$ cat src/include/gb80_consts.svh
`ifndef GB80_CONSTS_SVH
`define GB80_CONSTS_SVH

// Bit positions inside the Z N H C flags nibble
`define GB80_F_Z 3
`define GB80_F_N 2
`define GB80_F_H 1
`define GB80_F_C 0

// Interrupt sources: VBlank, LCD STAT, timer, serial, joypad
`define GB80_IRQ_COUNT 5

// Jump target of source 0; every next source sits 8 bytes higher
`define GB80_IRQ_VEC_BASE 8'h40

// Spacing between two interrupt vectors, as a shift
`define GB80_IRQ_VEC_SHIFT 3

`endif
$ cat src/hw/gb80_reg_pkg.sv
`include "gb80_consts.svh"

package gb80_reg_pkg;

   // Z N H C, the upper nibble of register F
   typedef logic [3:0] flags_t;

   // Register number as it appears in the opcode
   typedef logic [2:0] nin_code_t;

   // 8-bit register codes
   localparam nin_code_t NIN_B = 3'd0;
   localparam nin_code_t NIN_C = 3'd1;
   localparam nin_code_t NIN_D = 3'd2;
   localparam nin_code_t NIN_E = 3'd3;
   localparam nin_code_t NIN_H = 3'd4;
   localparam nin_code_t NIN_L = 3'd5;

   // Register pair codes
   localparam nin_code_t NIN_BC = 3'd0;
   localparam nin_code_t NIN_DE = 3'd1;
   localparam nin_code_t NIN_HL = 3'd2;
   localparam nin_code_t NIN_SP = 3'd3;

   // Register file index, halves first, then the 16-bit pairs
   typedef enum logic [4:0] {
      RF_B    = 5'd0,
      RF_C    = 5'd1,
      RF_D    = 5'd2,
      RF_E    = 5'd3,
      RF_H    = 5'd4,
      RF_L    = 5'd5,
      RF_SPH  = 5'd6,
      RF_SPL  = 5'd7,
      RF_BC   = 5'd8,
      RF_DE   = 5'd9,
      RF_HL   = 5'd10,
      RF_SP   = 5'd11,
      RF_NONE = 5'd31
   } rf_index_t;

   // How the opcode register field is read
   typedef enum logic [1:0] {
      RN_BYTE    = 2'd0,
      RN_PAIR    = 2'd1,
      RN_PAIR_HI = 2'd2,
      RN_PAIR_LO = 2'd3
   } rn_mode_t;

   // Branch condition, opcode bits 4:3
   typedef logic [1:0] cond_t;

   localparam cond_t COND_NZ = 2'd0;
   localparam cond_t COND_Z  = 2'd1;
   localparam cond_t COND_NC = 2'd2;
   localparam cond_t COND_C  = 2'd3;

endpackage

$ cat src/hw/gb80_irq_pkg.sv
`include "gb80_consts.svh"

package gb80_irq_pkg;

   // One bit per source, bit 0 has the highest priority
   typedef logic [`GB80_IRQ_COUNT-1:0] irq_bits_t;

   // Number of the selected source
   typedef logic [2:0] irq_sel_t;

   // Low byte of the jump address
   typedef logic [7:0] irq_vector_t;

   // Mask that keeps every IF bit
   localparam irq_bits_t IRQ_KEEP_ALL = '1;

endpackage

$ cat src/hw/gb80_ctrl.sv
`timescale 1ns/1ps

module gb80_ctrl
   import gb80_irq_pkg::*, gb80_reg_pkg::*;
(
   input  logic        clock,
   input  logic        reset,

   // Host side of IF, IE and IME
   input  logic        if_we,
   input  irq_bits_t   if_wdata,
   input  logic        ie_we,
   input  irq_bits_t   ie_wdata,
   input  logic        ime_set,
   input  logic        ime_clear,
   output irq_bits_t   if_data,
   output irq_bits_t   ie_data,
   output logic        ime,

   // Vector towards the core
   output logic        irq_valid,
   output irq_vector_t irq_vector,
   input  logic        irq_ready,

   // Operand field stream
   input  logic        in_valid,
   input  nin_code_t   in_rn,
   input  rn_mode_t    in_mode,
   input  rf_index_t   in_override,
   input  cond_t       in_cond,
   input  flags_t      in_flags,
   output logic        in_ready,
   output logic        out_valid,
   output rf_index_t   out_reg,
   output logic        out_taken,
   input  logic        out_ready
);

   irq_controller irq_i (
      .clock      (clock),
      .reset      (reset),
      .if_we      (if_we),
      .if_wdata   (if_wdata),
      .ie_we      (ie_we),
      .ie_wdata   (ie_wdata),
      .ime_set    (ime_set),
      .ime_clear  (ime_clear),
      .irq_ready  (irq_ready),
      .irq_valid  (irq_valid),
      .irq_vector (irq_vector),
      .if_data    (if_data),
      .ie_data    (ie_data),
      .ime        (ime)
   );

   field_decode_pipe field_i (
      .clock       (clock),
      .reset       (reset),
      .in_valid    (in_valid),
      .in_rn       (in_rn),
      .in_mode     (in_mode),
      .in_override (in_override),
      .in_cond     (in_cond),
      .in_flags    (in_flags),
      .out_ready   (out_ready),
      .in_ready    (in_ready),
      .out_valid   (out_valid),
      .out_reg     (out_reg),
      .out_taken   (out_taken)
   );

endmodule

$ cat src/hw/field_decode_pipe.sv
`timescale 1ns/1ps

`include "gb80_consts.svh"

module field_decode_pipe
   import gb80_reg_pkg::*;
(
   input  logic      clock,
   input  logic      reset,
   input  logic      in_valid,
   input  nin_code_t in_rn,
   input  rn_mode_t  in_mode,
   input  rf_index_t in_override,
   input  cond_t     in_cond,
   input  flags_t    in_flags,
   input  logic      out_ready,
   output logic      in_ready,
   output logic      out_valid,
   output rf_index_t out_reg,
   output logic      out_taken
);

   rf_index_t dec_reg;
   logic      taken;
   logic      load;

   logic      valid_q;
   rf_index_t reg_q;
   logic      taken_q;

   reg_num_decode rn_dec_i (
      .override (in_override),
      .rn       (in_rn),
      .mode     (in_mode),
      .index    (dec_reg)
   );

   // Branch condition against Z and C
   always_comb begin
      case (in_cond)
         COND_NZ: taken = ~in_flags[`GB80_F_Z];
         COND_Z:  taken = in_flags[`GB80_F_Z];
         COND_NC: taken = ~in_flags[`GB80_F_C];
         COND_C:  taken = in_flags[`GB80_F_C];
         default: taken = 1'b0;
      endcase
   end

   // Stage is free when empty or when its item leaves this cycle
   assign in_ready = ~valid_q | out_ready;
   assign load     = in_valid & in_ready;

   always_ff @(posedge clock or posedge reset) begin
      if (reset) begin
         valid_q <= 1'b0;
      end else if (in_ready) begin
         valid_q <= in_valid;
      end
   end

   always_ff @(posedge clock) begin
      if (load) begin
         reg_q   <= dec_reg;
         taken_q <= taken;
      end
   end

   assign out_valid = valid_q;
   assign out_reg   = reg_q;
   assign out_taken = taken_q;

endmodule

$ cat src/hw/reg_num_decode.sv
`timescale 1ns/1ps

module reg_num_decode
   import gb80_reg_pkg::*;
(
   input  rf_index_t override,
   input  nin_code_t rn,
   input  rn_mode_t  mode,
   output rf_index_t index
);

   always_comb begin
      index = RF_B;
      if (override != RF_NONE) begin
         index = override;
      end else begin
         case (mode)
            RN_BYTE: begin
               case (rn)
                  NIN_B:   index = RF_B;
                  NIN_C:   index = RF_C;
                  NIN_D:   index = RF_D;
                  NIN_E:   index = RF_E;
                  NIN_H:   index = RF_H;
                  NIN_L:   index = RF_L;
                  default: index = RF_B;
               endcase
            end
            RN_PAIR: begin
               case (rn)
                  NIN_BC:  index = RF_BC;
                  NIN_DE:  index = RF_DE;
                  NIN_HL:  index = RF_HL;
                  NIN_SP:  index = RF_SP;
                  default: index = RF_B;
               endcase
            end
            // Upper byte of the pair
            RN_PAIR_HI: begin
               case (rn)
                  NIN_BC:  index = RF_B;
                  NIN_DE:  index = RF_D;
                  NIN_HL:  index = RF_H;
                  NIN_SP:  index = RF_SPH;
                  default: index = RF_B;
               endcase
            end
            // Lower byte of the pair
            RN_PAIR_LO: begin
               case (rn)
                  NIN_BC:  index = RF_C;
                  NIN_DE:  index = RF_E;
                  NIN_HL:  index = RF_L;
                  NIN_SP:  index = RF_SPL;
                  default: index = RF_B;
               endcase
            end
            default: index = RF_B;
         endcase
      end
   end

endmodule

$ cat src/hw/irq_controller.sv
`timescale 1ns/1ps

module irq_controller
   import gb80_irq_pkg::*;
(
   input  logic        clock,
   input  logic        reset,
   input  logic        if_we,
   input  irq_bits_t   if_wdata,
   input  logic        ie_we,
   input  irq_bits_t   ie_wdata,
   input  logic        ime_set,
   input  logic        ime_clear,
   input  logic        irq_ready,
   output logic        irq_valid,
   output irq_vector_t irq_vector,
   output irq_bits_t   if_data,
   output irq_bits_t   ie_data,
   output logic        ime
);

   irq_bits_t if_q;
   irq_bits_t ie_q;
   logic      ime_q;

   irq_bits_t pending;
   irq_bits_t sel_mask;
   logic      any;
   logic      take;

   // Requested and enabled
   assign pending = if_q & ie_q;

   irq_priority prio_i (
      .pending  (pending),
      .any      (any),
      .sel_mask (sel_mask),
      .vector   (irq_vector)
   );

   // Straight from the registers, so valid and vector hold under back-pressure
   assign irq_valid = ime_q & any;
   assign take      = irq_valid & irq_ready;

   always_ff @(posedge clock or posedge reset) begin
      if (reset) begin
         if_q <= '0;
      end else if (if_we) begin
         // Host write beats the service clear
         if_q <= if_wdata;
      end else if (take) begin
         if_q <= if_q & sel_mask;
      end
   end

   always_ff @(posedge clock or posedge reset) begin
      if (reset) begin
         ie_q <= '0;
      end else if (ie_we) begin
         ie_q <= ie_wdata;
      end
   end

   // Entering a handler always masks further interrupts
   always_ff @(posedge clock or posedge reset) begin
      if (reset) begin
         ime_q <= 1'b0;
      end else if (take) begin
         ime_q <= 1'b0;
      end else if (ime_set) begin
         ime_q <= 1'b1;
      end else if (ime_clear) begin
         ime_q <= 1'b0;
      end
   end

   assign if_data = if_q;
   assign ie_data = ie_q;
   assign ime     = ime_q;

endmodule

$ cat src/hw/irq_priority.sv
`timescale 1ns/1ps

`include "gb80_consts.svh"

module irq_priority
   import gb80_irq_pkg::*;
(
   input  irq_bits_t   pending,
   output logic        any,
   output irq_bits_t   sel_mask,
   output irq_vector_t vector
);

   irq_sel_t sel;

   assign any = |pending;

   // Walk from the top down so the lowest set bit is the last to hit
   always_comb begin
      sel      = '0;
      sel_mask = IRQ_KEEP_ALL;
      for (int i = `GB80_IRQ_COUNT - 1; i >= 0; i--) begin
         if (pending[i]) begin
            sel      = irq_sel_t'(i);
            sel_mask = ~(irq_bits_t'(1) << i);
         end
      end
   end

   // Base plus 8 times the source number
   assign vector = `GB80_IRQ_VEC_BASE
                   + (irq_vector_t'(sel) << `GB80_IRQ_VEC_SHIFT);

endmodule

$ cat config.mk
export PLATFORM = sky130hd
export DESIGN_NAME = gb80_ctrl
export DESIGN_NICKNAME = d
export VERILOG_FILES = /design/src/hw/gb80_reg_pkg.sv /design/src/hw/gb80_irq_pkg.sv /design/src/hw/gb80_ctrl.sv /design/src/hw/field_decode_pipe.sv /design/src/hw/reg_num_decode.sv /design/src/hw/irq_controller.sv /design/src/hw/irq_priority.sv
export VERILOG_INCLUDE_DIRS = /design/src /design/src/include
export SDC_FILE = /design/constraint.sdc
export NUM_CORES = 1
export LEC_CHECK = 0
export BUFFER_PORTS_ARGS = -buffer_cell sky130_fd_sc_hd__buf_4
export CAP_MARGIN = 20
export CORE_UTILIZATION = 44
export DETAILED_ROUTE_END_ITERATION = 8
export PLACE_DENSITY = 0.81
export SKIP_LAST_GASP = 1
export SLEW_MARGIN = 40
export SYNTH_ARGS = -nofsm -noshare
export SYNTH_HDL_FRONTEND = slang
export SYNTH_SLANG_ARGS = --single-unit
$ cat constraint.sdc
create_clock -name clock -period 3.55 [get_ports clock]
set_clock_uncertainty 0.1 [all_clocks]
set_input_delay 0.8875 -clock clock [delete_from_list [all_inputs] [get_ports clock]]
set_output_delay 0.8875 -clock clock [all_outputs]
set_load 0.02 [all_outputs]
==> results of run 1 <==
==> layout make-up <==
class	count	area [um^2]
inverters	2	7.51
well taps	27	33.8
fillers	171	584
flip-flops and latches	18	480
multi-input cells	61	427
repair buffers	55	413
clock buffers	4	36.3
==> worst reg2reg max path, delay by kind of cell (launching register included) <==
| family | cells | cell delay (ns) |
|---|---|---|
| compound gates | 2 | 0.49 |
| flops | 1 | 0.45 |
| simple gates | 1 | 0.13 |
==> per-stage QoR <==
stage                     worst slack [ns]  total power [mW]  hold WS (ns)  std cells
after global placement                1.26             0.420         0.413        163
after detailed placement              1.25             0.424         0.420        163
after CTS                             1.07             0.547         0.440        167
after global routing                 0.968             0.571         0.469        167
after floorplan                       1.40             0.345         0.515         87
final                                 1.08             0.541         0.432        167
==> layout by cell type, fill, tap and decap left out, types with 3 or more instances in the layout <==
| master | n |
|---|---|
| mux2_1 | 5 |
| buf_4 | 55 |
| mux2i_1 | 5 |
| and2_1 | 5 |
| o21a_1 | 3 |
| dfrtp_1 | 12 |
| edfxtp_1 | 6 |
| nand2_1 | 7 |
| a31oi_1 | 3 |
| and3b_1 | 3 |
| clkbuf_4 | 3 |
| conb_1 | 5 |
==> final timing paths <==
kind                                              startpoint                            to  slack [ns]  cells past startpoint
worst min-delay path            irq_i.ie_data[4]$_DFFE_PP0P_  irq_i.if_data[4]$_DFFE_PP0P_        0.43                      1
max in group asynchronous                              reset  irq_i.if_data[3]$_DFFE_PP0P_        2.56                      2
worst max-delay path            irq_i.ie_data[0]$_DFFE_PP0P_                 irq_vector[5]        1.08                      4
min in group asynchronous                              reset  irq_i.ie_data[2]$_DFFE_PP0P_        0.49                      2
worst min register to register  irq_i.ie_data[4]$_DFFE_PP0P_  irq_i.if_data[4]$_DFFE_PP0P_        0.43                      1
worst max register to register  irq_i.ie_data[0]$_DFFE_PP0P_         irq_i.ime$_DFFE_PP0P_        2.30                      3
==> power groups by stage <==
stage	combinational, mW	clock, mW	sequential [mW]
2_1_floorplan	0.0669	0	0.278
3_3_place_gp	0.163	0	0.256
3_5_place_dp	0.166	0	0.258
4_1_cts	0.167	0.127	0.253
5_1_grt	0.178	0.137	0.256
6_report	0.165	0.122	0.253
==> layer usage <==
layer	vias up	track usage (%)	part of all wire, %
met4	0	5.88	0.49
li1	406	-	-
met5	-	0	0
met1	380	20.4	37
met3	2	3.77	8.3
met2	44	35.4	54
==> logic make-up after synthesis <==
| logic type | after synthesis | share of synthesized area (%) |
|---|---|---|
| AND/OR/NAND/NOR | 29 | 18.1 |
| flip-flops | 18 | 50.8 |
| AO/OA/AOI/OAI | 16 | 12.8 |
| multiplexers | 10 | 11.2 |
| buffers and inverters | 8 | 5.29 |
| other | 2 | 0.794 |
| XOR/XNOR | 1 | 0.926 |
==> impl_metrics.tcl, run 1 <==
set metrics [dict create \
    yosys.area.top_type "dfrtp_1" \
    min_period_ns 2.47 \
    route.antenna.remaining_nets 0 \
    synth_area_leaders "dfrtp_1 (32%), edfxtp_1 (19%), mux2_1 (6.0%)" \
    cp.arrival_ns 1.48 \
    initial_core_util_pct 47.7 \
    p_clk_share_pct 22.6 \
    cts_tree "done" \
    p_int_mw 0.379 \
    place_congestion 0.758 \
    vias 832 \
    ys_warn_count 0 \
    final_util_pct 70.5 \
    drive_above_1_share_pct 44.3 \
    cts_root_buffer "clkbuf_4" \
    clock_path_buffers 2 \
    synthCells 84 \
    rows 16 \
    die_area_mm2 0.00234 \
    grt_pass1_wl_mm 3.37 \
    outcome "finished clean" \
    antenna_found_initial 0 \
    ir_worst_vdd_uv 263 \
    power.density_mw_per_mm2 387 \
    cts_hold_buf 0 \
    fin_crit_sh_pct 69.5 \
    dr.first_iter.drc_count 17 \
    ioPinCount 63 \
    tns_ns 0 \
    crit_path_start_kind "flop" \
    path_cells "a22oi_2, and2_1, and3_1, buf_4" \
    fin_nets 176 \
    required_ns 2.56 \
    grt_pass1_vias 803 \
    setup_viol 0 \
    clk_pin_slew_ns 0.10 \
    cpMaxStageDelayCell "dfrtp_1" \
    min_path_type "flop to flop" \
    p_seq_share_pct 46.8 \
    fp.dieH_um 48.4 \
    crit_type "flop to primary output" \
    synth-async-reset-ratio_pct 66.7 \
    firstDrtPassIters 4 \
    routedWlPerCell_um 12.2 \
    drc 0 \
    die_x_um 48.4 \
    grtUsageTotal_pct 18.6 \
    cts_sinks 18 \
    drv_cap 0 \
    p_leak_nw 0.680 \
    synthToLayoutAreaGrowth_pct 47.8 \
    n_antenna_cell 0 \
    design_area_mm2 0.00140 \
    finalHoldViolations 0 \
    seq_area_frac_synth_pct 50.8 \
    drt-vias-per-instance 4.98 \
    dpl_cell_area_mm2 0.00136 \
    max_stage_delay_ns 0.45 \
    cts_buffers 3 \
    synth-edff-count 6 \
    grt_start_max_net_pins 13 \
    grt_overflow_total 0 \
    hpwl_mm 1.74 \
    path_max_fanout 5 \
    yosys_register_bits 18 \
    drt_wl_total_mm 2.04 \
    clk_latency_ns 0.28 \
    final_max_slew_viol_count 0 \
    crit_buf_inv 1 \
    cts-htree-levels 1 \
    max_freq_mhz 406 \
    synth-main-ff-cell "dfrtp_1" \
    syn_area_per_cell_um2 11.3 \
    portBuffers 55 \
    switching_share_pct 30.0 \
    cp_top_family "flip-flops" \
    ys_top_cells_by_count "dfrtp_1 (12), nand2_1 (7), edfxtp_1 (6)" \
    postCtsResizedCells 0 \
    syn_area_um2 946 \
    power_frac_comb_pct 30.6 \
    netlist.area_leader.share_pct 31.7 \
    rsz0062_at_grt "no" \
    synth.most_common_cell "dfrtp_1" \
    core_area_mm2 0.00198 \
    p_switching_mw 0.162 \
    cts_setup_buffers 0 \
    ys_types 30 \
    critPathCaptureType "primary output" \
]
No activity file was read; power rests on OpenSTA's default activity.
==> run 2: changes to the inputs <==
--- a/config.mk
+++ b/config.mk
@@ -6,11 +6,12 @@
 export SDC_FILE = /design/constraint.sdc
 export NUM_CORES = 1
 export LEC_CHECK = 0
+export ABC_AREA = 1
 export BUFFER_PORTS_ARGS = -buffer_cell sky130_fd_sc_hd__buf_4
 export CAP_MARGIN = 20
-export CORE_UTILIZATION = 44
+export CORE_UTILIZATION = 42
 export DETAILED_ROUTE_END_ITERATION = 8
-export PLACE_DENSITY = 0.81
+export PLACE_DENSITY = 0.75
 export SKIP_LAST_GASP = 1
 export SLEW_MARGIN = 40
 export SYNTH_ARGS = -nofsm -noshare
==> constraint.sdc (replaced) <==
create_clock -name clock -period 2.4 [get_ports clock]
set_clock_uncertainty 0.1 [all_clocks]
set_input_delay 0.6 -clock clock [delete_from_list [all_inputs] [get_ports clock]]
set_output_delay 0.6 -clock clock [all_outputs]
set_load 0.02 [all_outputs]
==> run 2 against run 1 <==
Net effect: flip-flop and latch count is the same; sequential power grew 52%; final cell count grew 26%; non-clock buffer count is the same; first-iteration DRC count shrank 82%; count of clock-buffer cells in the layout shrank 1.
==> impl_metrics.tcl, run 2 <==
set metrics [dict create \
    outcome "finished clean" \
    cts_setup_buffers 0 \
    place_congestion 0.797 \
    route.antenna.remaining_nets 0 \
    grt-busiest-layer "met2" \
    synth_adder_area_share_pct 0 \
    ys_top_cells_by_count "nand2_1 (28), inv_1 (21), dfrtp_1 (12)" \
    fin_nets 219 \
    ys_types 23 \
    final_cell_mix "buf_4 (55), nand2_1 (28), inv_1 (21)" \
    cp.arrival_ns 1.32 \
    fin_crit_sh_pct 84.1 \
    p_total_mw 0.857 \
    drt_wl_total_mm 2.29 \
    grtUsageTotal_pct 18.1 \
    n_antenna_cell 0 \
    hpwl_mm 1.95 \
    synth-main-ff-cell "dfrtp_1" \
    rsz0062_at_grt "no" \
    ir_worst_vdd_uv 368 \
    synth_xor_area_share_pct 0.838 \
    synthToLayoutAreaGrowth_pct 41.9 \
    setup_viol 0 \
    required_ns 1.70 \
    die_area_mm2 0.00269 \
    max_freq_mhz 496 \
    ioPinCount 63 \
    yosys_register_bits 18 \
    syn_area_mm2 0.00104 \
    layout_commonest_cell "buf_4" \
    routedWlPerCell_um 10.9 \
    netlist.area_leader.share_pct 28.7 \
    grt_pass1_wl_mm 3.55 \
    synth-edff-count 6 \
    vias 990 \
    grt_pass1_vias 890 \
    drc 0 \
    min_period_ns 2.02 \
    critPathCaptureType "primary output" \
    die_x_um 51.9 \
    drv_cap 0 \
    finalHoldViolations 0 \
    synth_top_family_by_area "simple AND/OR/NAND/NOR gates" \
    clk_latency_ns 0.29 \
    whs_ns 0.210 \
    muxShareOfSynthArea_pct 3.23 \
    regToRegStartpoint "field_i.out_valid$_DFFE_PP0N_" \
    synthCells 128 \
    path_max_fanout 4 \
    met1_usage_pct 20.9 \
    slew_headroom_pct 60.5 \
    use_met2_pct 33.1 \
    cts_tree "done" \
    grt_start_max_net_pins 13 \
    postCtsResizedCells 0 \
    cts_sinks 18 \
    cts-htree-levels 1 \
    cts_buffers 3 \
    crit_type "flop to primary output" \
    synth-async-reset-ratio_pct 66.7 \
    yosys.area.top_type "dfrtp_1" \
    dr.first_iter.drc_count 3 \
    power.density_mw_per_mm2 578 \
    synth_compound_area_share_pct 10.4 \
    yosys.area_share.simple_pct 26.3 \
    synth_area_leaders "dfrtp_1 (29%), edfxtp_1 (17%), nand2_1 (10%)" \
    seq_area_frac_synth_pct 46.0 \
    clock_path_buffers 2 \
    critPathLaunch "irq_i.if_data[1]$_DFFE_PP0P_" \
    ys_warn_count 0 \
    cts_hold_buf 0 \
    tns_ns 0 \
    portBuffers 55 \
    clk_pin_slew_ns 0.10 \
    fp.dieH_um 51.9 \
    final_max_slew_viol_count 0 \
    firstDrtPassIters 4 \
    min_path_type "input pin to asynchronous set/reset pin" \
    grt_overflow_total 0 \
    antenna_found_initial 0 \
    synth.most_common_cell "nand2_1" \
    crit_path_start_kind "flop" \
    initial_core_util_pct 45.9 \
    use_met3_pct 1.75 \
    tightest_slew_ns 0.593 \
    core_area_mm2 0.00228 \
    rows 17 \
    syn_area_per_cell_um2 8.16 \
    drt-vias-per-instance 4.69 \
    drive_above_1_share_pct 38.8 \
    p_leak_nw 0.807 \
    cts_root_buffer "clkbuf_4" \
]
run 2: changes by cell type after synthesis, sizes merged, moves of 3 or more:
cell,change
a21oi,+3
and3b,-3
inv,+20
nand3,+8
o21a,-3
nand2,+28
mux2i,-5
nor2,+5
o21ai,+8
and2,-5
run 2: worst paths after layout:
check | end | slack [ns] | depth (start not counted)
setup / recovery | irq_vector[5] | 0.38 | 6
hold / removal | irq_i.if_data[2]$_DFFE_PP0P_ | 0.21 | 2
setup reg to reg | field_i.out_reg[2]$_DFFE_PP_ | 1.02 | 1
hold reg to reg | irq_i.ie_data[4]$_DFFE_PP0P_ | 0.45 | 1
max in group asynchronous | irq_i.if_data[1]$_DFFE_PP0P_ | 1.68 | 2
min in group clock | field_i.out_valid$_DFFE_PP0N_ | 0.41 | 3
run 2: cell type report:
type                    count  area, um^2
repair buffers             55         413
inverters                  22        82.6
fillers                   197         793
clock buffers               3        22.5
clock inverters             1        3.75
flip-flops and latches     18         480
multi-input cells          84         445
well taps                  28        35.0
run 2: logic make-up (layout without fill, tap and decap cells):
| kind of cell | count (synthesis) | count (layout) |
|---|---|---|
| AO/OA/AOI/OAI | 20 | 20 |
| XOR/XNOR | 1 | 1 |
| buffers and inverters | 29 | 81 |
| flip-flops | 18 | 18 |
| multiplexers | 3 | 3 |
| other | 2 | 5 |
| AND/OR/NAND/NOR | 55 | 55 |
run 2: through the flow:
step	util, %	setup slack, ns	cells	cell area, um^2
final	65.1	0.382	211	1480
after global routing	65.1	0.279	211	1480
after CTS	65.1	0.369	211	1480
after detailed placement	64.0	0.697	207	1460
after global placement	64.0	0.720	207	1460
after floorplan	-	0.620	131	1060
run 2: per-layer routing:
metal / routed length [um] / share of wire (%) / up-vias
li1: - / - / 508
met1: 908 / 40 / 443
met2: 1220 / 53 / 37
met3: 135 / 5.9 / 2
met4: 27 / 1.2 / 0
met5: 0 / 0 / -
run 2: critical path, cell delays in order (launching register included):
cell and delay [ns]:
dfrtp_1 0.43, nand2_2 0.11, nand2_4 0.07, nor2_4 0.15
nand2_1 0.08, inv_1 0.06, buf_4 0.13
run 2: power by group:
group,leakage (nW),internal [mW],switching [mW]
Clock,0.0154,0.0604,0.0932
Combinational,0.588,0.140,0.179
Sequential,0.203,0.352,0.0318
Total,0.807,0.553,0.304
